[src/hdl/rv_defines.svh]
`ifndef RV_DEFINES_SVH
`define RV_DEFINES_SVH

// Datapath and register file sizing
`define XLEN        32
`define REG_ADDR_W  5
`define NUM_REGS    32

`define RESET_PC    32'h0000_0000  // First fetch address

// Major opcodes, inst[6:0]
`define OP_RTYPE    7'b0110011
`define OP_ITYPE    7'b0010011
`define OP_LOAD     7'b0000011
`define OP_STORE    7'b0100011
`define OP_BRANCH   7'b1100011
`define OP_JAL      7'b1101111
`define OP_JALR     7'b1100111
`define OP_LUI      7'b0110111
`define OP_AUIPC    7'b0010111

`endif

[src/hdl/rv_pkg.sv]
`default_nettype none
`include "rv_defines.svh"

package rv_pkg;

	// Bit 3 marks the alternate form (SUB, SRA)
	typedef enum logic [3:0] {
		ALU_ADD    = 4'b0000,
		ALU_SLL    = 4'b0001,
		ALU_SLT    = 4'b0010,
		ALU_SLTU   = 4'b0011,
		ALU_XOR    = 4'b0100,
		ALU_SRL    = 4'b0101,
		ALU_OR     = 4'b0110,
		ALU_AND    = 4'b0111,
		ALU_SUB    = 4'b1000,
		ALU_SRA    = 4'b1101,
		ALU_PASS_B = 4'b1111   // LUI
	} alu_op_e;

	typedef enum logic [2:0] {
		IMM_I = 3'b000,
		IMM_S = 3'b001,
		IMM_B = 3'b010,
		IMM_J = 3'b011,
		IMM_U = 3'b100
	} imm_sel_e;

	typedef enum logic [1:0] {
		WB_LOAD     = 2'b00,
		WB_ALU      = 2'b01,
		WB_PC_PLUS4 = 2'b10
	} wb_sel_e;

	// Same values as the load funct3
	typedef enum logic [2:0] {
		LD_B  = 3'b000,
		LD_H  = 3'b001,
		LD_W  = 3'b010,
		LD_BU = 3'b100,
		LD_HU = 3'b101
	} load_type_e;

	typedef struct packed {
		logic [6:0]             funct7;
		logic [`REG_ADDR_W-1:0] rs2;
		logic [`REG_ADDR_W-1:0] rs1;
		logic [2:0]             funct3;
		logic [`REG_ADDR_W-1:0] rd;
		logic [6:0]             opcode;
	} inst_r_t;

	typedef struct packed {
		logic [11:0]            imm;     // inst[31:20]
		logic [`REG_ADDR_W-1:0] rs1;
		logic [2:0]             funct3;
		logic [`REG_ADDR_W-1:0] rd;
		logic [6:0]             opcode;
	} inst_i_t;

	typedef union packed {
		logic [`XLEN-1:0] raw;
		inst_r_t          r;
		inst_i_t          i;
	} inst_u;

endpackage

`default_nettype wire

[src/hdl/rv_alu.sv]
`default_nettype none
`include "rv_defines.svh"

module rv_alu (
	input  rv_pkg::alu_op_e  op,
	input  logic [`XLEN-1:0] a,
	input  logic [`XLEN-1:0] b,
	output logic [`XLEN-1:0] result
);

	logic [4:0] shamt;

	assign shamt = b[4:0];  // Upper bits of b ignored for shifts

	always_comb begin
		case (op)
			rv_pkg::ALU_ADD:    result = a + b;
			rv_pkg::ALU_SUB:    result = a - b;
			rv_pkg::ALU_SLL:    result = a << shamt;
			rv_pkg::ALU_SLT:    result = {{(`XLEN-1){1'b0}}, $signed(a) < $signed(b)};
			rv_pkg::ALU_SLTU:   result = {{(`XLEN-1){1'b0}}, a < b};
			rv_pkg::ALU_XOR:    result = a ^ b;
			rv_pkg::ALU_SRL:    result = a >> shamt;
			rv_pkg::ALU_SRA:    result = $signed(a) >>> shamt;  // Sign fill
			rv_pkg::ALU_OR:     result = a | b;
			rv_pkg::ALU_AND:    result = a & b;
			rv_pkg::ALU_PASS_B: result = b;
			default:            result = '0;
		endcase
	end

endmodule

`default_nettype wire

[src/hdl/rv_core.sv]
`default_nettype none
`include "rv_defines.svh"

module rv_core (
	input  logic             clk,
	input  logic             reset,
	output logic [`XLEN-1:0] imem_addr,
	input  logic [`XLEN-1:0] imem_data,
	output logic [`XLEN-1:0] dmem_addr,
	output logic [`XLEN-1:0] dmem_wdata,
	output logic             dmem_we,
	input  logic [`XLEN-1:0] dmem_rdata
);

	rv_pkg::inst_u      inst;
	rv_pkg::alu_op_e    alu_op;
	rv_pkg::wb_sel_e    wb_sel;
	rv_pkg::load_type_e load_type;
	logic [`XLEN-1:0]   pc;
	logic [`XLEN-1:0]   pc_plus4;
	logic [`XLEN-1:0]   imm;
	logic [`XLEN-1:0]   rs1_data;
	logic [`XLEN-1:0]   rs2_data;
	logic [`XLEN-1:0]   alu_a;
	logic [`XLEN-1:0]   alu_b;
	logic [`XLEN-1:0]   alu_result;
	logic [`XLEN-1:0]   rd_wdata;
	logic               a_sel;
	logic               b_sel;
	logic               reg_we;
	logic               branch_taken;

	assign inst       = rv_pkg::inst_u'(imem_data);
	assign imem_addr  = pc;
	assign alu_a      = a_sel ? pc : rs1_data;
	assign alu_b      = b_sel ? imm : rs2_data;
	assign dmem_addr  = alu_result;  // Byte address
	assign dmem_wdata = rs2_data;

	rv_fetch u_fetch (
		.clk(clk), .reset(reset), .branch_taken(branch_taken),
		.target(alu_result), .pc(pc), .pc_plus4(pc_plus4)
	);

	rv_decoder u_decoder (
		.reset(reset), .inst(inst), .rs1_data(rs1_data), .rs2_data(rs2_data),
		.imm(imm), .alu_op(alu_op), .a_sel(a_sel), .b_sel(b_sel), .reg_we(reg_we),
		.dmem_we(dmem_we), .branch_taken(branch_taken), .wb_sel(wb_sel),
		.load_type(load_type)
	);

	rv_regfile u_regfile (
		.clk(clk), .reset(reset), .we(reg_we), .rd(inst.r.rd), .rs1(inst.r.rs1),
		.rs2(inst.r.rs2), .wdata(rd_wdata), .rs1_data(rs1_data), .rs2_data(rs2_data)
	);

	rv_alu u_alu (.op(alu_op), .a(alu_a), .b(alu_b), .result(alu_result));

	rv_writeback u_writeback (
		.wb_sel(wb_sel), .load_type(load_type), .load_word(dmem_rdata),
		.alu_result(alu_result), .pc_plus4(pc_plus4), .wdata(rd_wdata)
	);

	// Word stores need a word aligned byte address
	assert property (@(posedge clk) disable iff (reset)
		dmem_we |-> dmem_addr[1:0] == 2'b00)
		else $error("Store address not word aligned: %h", dmem_addr);

endmodule

`default_nettype wire

[src/hdl/rv_decoder.sv]
`default_nettype none
`include "rv_defines.svh"

module rv_decoder (
	input  logic                 reset,
	input  rv_pkg::inst_u        inst,
	input  logic [`XLEN-1:0]     rs1_data,
	input  logic [`XLEN-1:0]     rs2_data,
	output logic [`XLEN-1:0]     imm,
	output rv_pkg::alu_op_e      alu_op,
	output logic                 a_sel,
	output logic                 b_sel,
	output logic                 reg_we,
	output logic                 dmem_we,
	output logic                 branch_taken,
	output rv_pkg::wb_sel_e      wb_sel,
	output rv_pkg::load_type_e   load_type
);

	rv_pkg::imm_sel_e imm_sel;
	rv_pkg::alu_op_e  arith_op;
	logic [2:0]       funct3;
	logic             br_eq;
	logic             br_lt;
	logic             br_ltu;
	logic             cond_met;

	assign funct3 = inst.r.funct3;
	assign br_eq  = (rs1_data == rs2_data);
	assign br_lt  = ($signed(rs1_data) < $signed(rs2_data));
	assign br_ltu = (rs1_data < rs2_data);

	always_comb begin
		case (funct3)
			3'b000:  cond_met = br_eq;    // BEQ
			3'b001:  cond_met = !br_eq;   // BNE
			3'b100:  cond_met = br_lt;    // BLT
			3'b101:  cond_met = !br_lt;   // BGE
			3'b110:  cond_met = br_ltu;   // BLTU
			3'b111:  cond_met = !br_ltu;  // BGEU
			default: cond_met = 1'b0;
		endcase
	end

	// Shared by OP and OP-IMM, SUB is picked out below
	always_comb begin
		case (funct3)
			3'b000:  arith_op = rv_pkg::ALU_ADD;
			3'b001:  arith_op = rv_pkg::ALU_SLL;
			3'b010:  arith_op = rv_pkg::ALU_SLT;
			3'b011:  arith_op = rv_pkg::ALU_SLTU;
			3'b100:  arith_op = rv_pkg::ALU_XOR;
			3'b101:  arith_op = inst.r.funct7[5] ? rv_pkg::ALU_SRA : rv_pkg::ALU_SRL;
			3'b110:  arith_op = rv_pkg::ALU_OR;
			default: arith_op = rv_pkg::ALU_AND;
		endcase
	end

	always_comb begin
		imm_sel      = rv_pkg::IMM_I;
		alu_op       = rv_pkg::ALU_ADD;
		a_sel        = 1'b0;  // rs1
		b_sel        = 1'b0;  // rs2
		reg_we       = 1'b0;
		dmem_we      = 1'b0;
		branch_taken = 1'b0;
		wb_sel       = rv_pkg::WB_ALU;
		load_type    = rv_pkg::LD_W;
		case (inst.r.opcode)
			`OP_RTYPE: begin
				reg_we = 1'b1;
				alu_op = (funct3 == 3'b000 && inst.r.funct7[5]) ? rv_pkg::ALU_SUB : arith_op;
			end
			`OP_ITYPE: begin
				reg_we = 1'b1;
				b_sel  = 1'b1;
				alu_op = arith_op;  // Bit 30 only matters for SRAI
			end
			`OP_LOAD: begin
				reg_we    = 1'b1;
				b_sel     = 1'b1;
				wb_sel    = rv_pkg::WB_LOAD;
				load_type = rv_pkg::load_type_e'(funct3);
			end
			`OP_STORE: begin
				imm_sel = rv_pkg::IMM_S;
				b_sel   = 1'b1;
				dmem_we = 1'b1;  // Word store only
			end
			`OP_BRANCH: begin
				imm_sel      = rv_pkg::IMM_B;
				a_sel        = 1'b1;  // PC + offset
				b_sel        = 1'b1;
				branch_taken = cond_met;
			end
			`OP_JAL: begin
				imm_sel      = rv_pkg::IMM_J;
				a_sel        = 1'b1;
				b_sel        = 1'b1;
				reg_we       = 1'b1;
				wb_sel       = rv_pkg::WB_PC_PLUS4;
				branch_taken = 1'b1;
			end
			`OP_JALR: begin
				b_sel        = 1'b1;
				reg_we       = 1'b1;
				wb_sel       = rv_pkg::WB_PC_PLUS4;
				branch_taken = 1'b1;
			end
			`OP_LUI: begin
				imm_sel = rv_pkg::IMM_U;
				b_sel   = 1'b1;
				reg_we  = 1'b1;
				alu_op  = rv_pkg::ALU_PASS_B;
			end
			`OP_AUIPC: begin
				imm_sel = rv_pkg::IMM_U;
				a_sel   = 1'b1;
				b_sel   = 1'b1;
				reg_we  = 1'b1;
			end
			default: begin
				reg_we = 1'b0;  // Unknown opcode retires as a no-op
			end
		endcase
		if (reset) begin
			reg_we  = 1'b0;
			dmem_we = 1'b0;
		end
	end

	always_comb begin
		case (imm_sel)
			rv_pkg::IMM_I: imm = {{20{inst.i.imm[11]}}, inst.i.imm};
			rv_pkg::IMM_S: imm = {{20{inst.r.funct7[6]}}, inst.r.funct7, inst.r.rd};
			rv_pkg::IMM_B: imm = {{20{inst.raw[31]}}, inst.raw[7], inst.raw[30:25],
					inst.raw[11:8], 1'b0};
			rv_pkg::IMM_J: imm = {{12{inst.raw[31]}}, inst.raw[19:12], inst.raw[20],
					inst.raw[30:21], 1'b0};
			rv_pkg::IMM_U: imm = {inst.raw[31:12], 12'b0};
			default:       imm = '0;
		endcase
	end

endmodule

`default_nettype wire

[src/hdl/rv_fetch.sv]
`default_nettype none
`include "rv_defines.svh"

module rv_fetch (
	input  logic             clk,
	input  logic             reset,
	input  logic             branch_taken,
	input  logic [`XLEN-1:0] target,
	output logic [`XLEN-1:0] pc,
	output logic [`XLEN-1:0] pc_plus4
);

	assign pc_plus4 = pc + `XLEN'(4);

	always_ff @(posedge clk or posedge reset) begin
		if (reset) begin
			pc <= `RESET_PC;
		end else if (branch_taken) begin
			pc <= target;  // Branch or jump target from the ALU
		end else begin
			pc <= pc_plus4;
		end
	end

	// Every target the decoder and ALU hand back must keep word alignment
	assert property (@(posedge clk) disable iff (reset) pc[1:0] == 2'b00)
		else $error("PC not word aligned: %h", pc);

endmodule

`default_nettype wire

[src/hdl/rv_regfile.sv]
`default_nettype none
`include "rv_defines.svh"

module rv_regfile (
	input  logic                   clk,
	input  logic                   reset,
	input  logic                   we,
	input  logic [`REG_ADDR_W-1:0] rd,
	input  logic [`REG_ADDR_W-1:0] rs1,
	input  logic [`REG_ADDR_W-1:0] rs2,
	input  logic [`XLEN-1:0]       wdata,
	output logic [`XLEN-1:0]       rs1_data,
	output logic [`XLEN-1:0]       rs2_data
);

	logic [`XLEN-1:0] regs [1:`NUM_REGS-1];  // x0 has no storage

	always_ff @(posedge clk or posedge reset) begin
		if (reset) begin
			for (int i = 1; i < `NUM_REGS; i++) begin
				regs[i] <= '0;
			end
		end else if (we && rd != '0) begin
			regs[rd] <= wdata;
		end
	end

	// Read ports are combinational, x0 reads as zero
	assign rs1_data = (rs1 == '0) ? '0 : regs[rs1];
	assign rs2_data = (rs2 == '0) ? '0 : regs[rs2];

endmodule

`default_nettype wire

[src/hdl/rv_writeback.sv]
`default_nettype none
`include "rv_defines.svh"

module rv_writeback (
	input  rv_pkg::wb_sel_e    wb_sel,
	input  rv_pkg::load_type_e load_type,
	input  logic [`XLEN-1:0]   load_word,
	input  logic [`XLEN-1:0]   alu_result,
	input  logic [`XLEN-1:0]   pc_plus4,
	output logic [`XLEN-1:0]   wdata
);

	logic [`XLEN-1:0] load_value;

	// Low byte or half of the addressed word, as the memory returns it
	always_comb begin
		case (load_type)
			rv_pkg::LD_B:  load_value = {{24{load_word[7]}}, load_word[7:0]};
			rv_pkg::LD_H:  load_value = {{16{load_word[15]}}, load_word[15:0]};
			rv_pkg::LD_W:  load_value = load_word;
			rv_pkg::LD_BU: load_value = {24'b0, load_word[7:0]};
			rv_pkg::LD_HU: load_value = {16'b0, load_word[15:0]};
			default:       load_value = '0;
		endcase
	end

	always_comb begin
		case (wb_sel)
			rv_pkg::WB_LOAD:     wdata = load_value;
			rv_pkg::WB_ALU:      wdata = alu_result;
			rv_pkg::WB_PC_PLUS4: wdata = pc_plus4;  // Link address
			default:             wdata = '0;
		endcase
	end

endmodule

`default_nettype wire

[config.mk]
export PLATFORM = sky130hd
export DESIGN_NAME = rv_core
export DESIGN_NICKNAME = d
export VERILOG_FILES = /design/src/hdl/rv_pkg.sv /design/src/hdl/rv_alu.sv /design/src/hdl/rv_core.sv /design/src/hdl/rv_decoder.sv /design/src/hdl/rv_fetch.sv /design/src/hdl/rv_regfile.sv /design/src/hdl/rv_writeback.sv
export VERILOG_INCLUDE_DIRS = /design/src /design/src/hdl
export SDC_FILE = /design/constraint.sdc
export NUM_CORES = 2
export LEC_CHECK = 0
export BUFFER_PORTS_ARGS = -buffer_cell sky130_fd_sc_hd__buf_2
export CELL_PAD_IN_SITES_DETAIL_PLACEMENT = 1
export CELL_PAD_IN_SITES_GLOBAL_PLACEMENT = 2
export CORE_AREA = 2 2 573 404
export CTS_BUF_LIST = sky130_fd_sc_hd__clkbuf_16
export CTS_CLUSTER_DIAMETER = 150
export DETAILED_ROUTE_END_ITERATION = 10
export DIE_AREA = 0 0 575 406
export HOLD_SLACK_MARGIN = 0.05
export PLACE_DENSITY_LB_ADDON = 0.25
export SETUP_SLACK_MARGIN = 0.05
export SYNTH_ARGS = -nofsm -noshare
export SYNTH_HDL_FRONTEND = slang
export SYNTH_SLANG_ARGS = --single-unit
[constraint.sdc]
create_clock -name clk -period 61.4 [get_ports clk]
set_clock_uncertainty 0.15 [all_clocks]
set_input_delay 12.28 -clock clk [delete_from_list [all_inputs] [get_ports clk]]
set_output_delay 12.28 -clock clk [all_outputs]
set_load 0.02 [all_outputs]
==> results_dict.tcl <==
set metrics [dict create \
    maxCapViolCount 4 \
    cp_data_arrival_time_ps 22320 \
    synth-seq-area-share 0.3765 \
    hold_slack_ps 380.2 \
    rrSetupSlack_ps 52140 \
    r2r_start "u_regfile.regs[99]" \
    cts_setup_buffers 0 \
    dp_cells 9628 \
    min-delay-start "u_regfile.regs[808]" \
    synth-main-ff-cell "dfrtp_1" \
    num_rows 147 \
    hold_violations 0 \
    cellPowerDensity_mw_per_mm2 26.82 \
    r2r_end "u_regfile.regs[861]" \
    synthArstFlopShare 1.000 \
    clk_latency_ps 810 \
    ys_warn_count 0 \
    grt_pass1_vias 59629 \
    syn_inst 6794 \
    design_area_mm2 0.07601 \
    vias_per_cell 6.292 \
    io_pins 163 \
    yosys-top-cells-count "1024 x dfrtp_1, 880 x nor2_1, 514 x a21oi_1, 505 x mux2i_1, 481 x mux2_2" \
    rsz0062_at_grt "false" \
    drive_gt1_frac 0.2276 \
    synth_area_mm2 0.06806 \
    antenna_found_initial 38 \
    synth_enable_flop_cells 0 \
    die_area_mm2 0.2335 \
    end_kind "output pin" \
    first_pass_iters 6 \
    regArea_mm2 0.02562 \
    cts_buffers 109 \
    drt_iter0_drc 8245 \
    synthTopCellsByArea "dfrtp_1 38%, mux4_2 9.0%, mux2_2 8.0%" \
    synth_seq_cells 1024 \
    syn2layout_area_growth_pct 11.68 \
    fp.dieW_um 575 \
    vias 61879 \
    synth_top_area_share 0.3765 \
    initial_utilization 0.2984 \
    cts_tree "yes" \
    cts_buffer_depth 3 \
    fin_nets 6887 \
    relSlewSlack -0.06230 \
    dieHeight_um 406 \
    synth_top_area_cell "dfrtp_1" \
    period_minus_slack_ps 34750 \
    grt_pass1_wl_um 514500 \
    worst-setup-path-type "primary input to output pin" \
    post_cts_resized 0 \
    hold_buffers 0 \
    gp_congestion 1.106 \
    grt_overflow 0 \
    finalCritPeriodShare 0.5660 \
    leakagePower_nw 33.65 \
    multi_input_area_mm2 0.03929 \
    hpwl_um 264900 \
    critical_path_required_ps 48970 \
    slew_violations 9 \
    status "finished, violations left" \
    io_buffers 162 \
    holdPathEnd "u_regfile.regs[808]" \
    core_mm2 0.2281 \
    antenna_left 0 \
    fmax_mhz 28.77 \
    startpoint_type "primary input" \
    nFillCells 25613 \
    r2r_cells 20 \
    syn_avg_cell_area_um2 10.02 \
    drc_errors 0 \
    wirelength_um 374500 \
    grt_start_max_net_pins 163 \
    violations "max-capacitance violations, max-slew violations" \
    synth.distinct_cells 114 \
    cts_num_sinks 1024 \
    htreeDepth 3 \
    dpl-instance-area_mm2 0.07236 \
    syn-num-nets 6996 \
    path_max_fanout 41 \
    tns_ps 0 \
    worstHoldPathType "flip-flop to flip-flop" \
    worstMarginPinSlew_ps 1593 \
    wl_per_cell_um 38.08 \
    grtUsageTotal 0.3135 \
    hold_path_depth 1 \
    yosysMostFrequentCell "dfrtp_1" \
    root_buffer "clkbuf_16" \
    power.total_w 0.002039 \
    vdd_ir_drop_max_mv 0.02607 \
    layout.cells.non_filler 9835 \
    clkTransAtPathRegs_ps 70 \
    finalSetupViolCount 0 \
]
[kinds of logic (layout without fill, tap and decap cells)]
logic type | Yosys count | in the layout | synth area share
multiplexers | 1300 | 1300 | 0.2537
AND/OR/NAND/NOR | 1648 | 1648 | 0.1065
AO/OA/AOI/OAI | 1818 | 1818 | 0.1759
adder cells (fa/ha/maj) | 136 | 136 | 0.02522
buffers and inverters | 823 | 800 | 0.05635
flip-flops | 1024 | 1024 | 0.3765
other | 0 | 10 | 0
XOR/XNOR | 45 | 45 | 0.005791
[worst max-delay path by stage]
| stage | endpoint | from |
|---|---|---|
| detailed placement | dmem_addr[23] | imem_data[16] |
| CTS | dmem_addr[23] | imem_data[16] |
| global route | dmem_addr[22] | imem_data[20] |
| floorplan | u_fetch.pc[0] | reset |
| global placement | dmem_addr[23] | imem_data[16] |
| finish | dmem_addr[23] | imem_data[16] |
[cell usage in the layout (no fill, tap or decap), types with 28 or more instances in the layout]
cell / n
o21ai_0: 168
inv_1: 175
buf_2: 155
o22a_1: 38
ha_1: 134
nand3_1: 92
nor3_1: 116
clkinv_1: 28
dfrtp_1: 1024
nor2_1: 836
or3_1: 49
clkbuf_16: 109
a21oi_1: 508
o31ai_1: 31
o22ai_1: 136
a21o_1: 39
nand2_1: 297
a211oi_1: 63
a22oi_1: 70
mux2i_1: 503
mux2_2: 481
a221oi_1: 56
a31oi_1: 303
buf_4: 268
nor2_4: 36
xnor2_1: 28
o211ai_1: 60
mux2_4: 30
nand4_1: 33
mux4_2: 273
[through the flow]
step,util,worst slack (ps)
after floorplan,-,20150
after global placement,0.3172,27440
after detailed placement,0.3173,27400
after CTS,0.3332,27360
after global routing,0.3332,26600
final,0.3333,26650
[layer usage]
metal	global-route usage	up-vias	wire, um
met3	0.1173	516	44250
met5	0	-	132
li1	-	25182	-
met1	0.4698	33025	175800
met2	0.4146	3136	144400
met4	0.07598	20	9941
[power by group]
part           total, W  internal [W]  switching [W]  leakage [nW]
Sequential     0.000760      0.000709      0.0000515          14.1
Clock          0.000702      0.000380       0.000322          1.82
Combinational  0.000577      0.000161       0.000415          17.7
[critical path, stage by stage]
cell and delay, ps:
buf_6 380, buf_4 690, nand2b_4 900, buf_4 570, o22ai_1 170, or3_1 370
and4b_1 390, buf_4 280, a21o_1 290, ha_1 550, and3_1 240, nand3_1 100
a21oi_1 1210, o31ai_1 320, buf_4 260, and2_1 160, o21ai_0 700, o221ai_1 230
a211oi_1 1110, o2111ai_1 340, nor2_1 340, inv_1 130, buf_2 180
[registers in the layout, indices dropped and copies added, names as in the netlist]
register        cells
u_regfile.regs    992
u_fetch.pc         32
[layout make-up]
type                    count  area share
clock buffers             109     0.03588
well taps                3054     0.05027
repair buffers            434     0.03919
inverters                 169    0.008510
diodes                     10   0.0003292
flip-flops and latches   1024      0.3371
clock inverters            88     0.01185
multi-input cells        4947      0.5168
No activity file was read; power rests on OpenSTA's default activity.
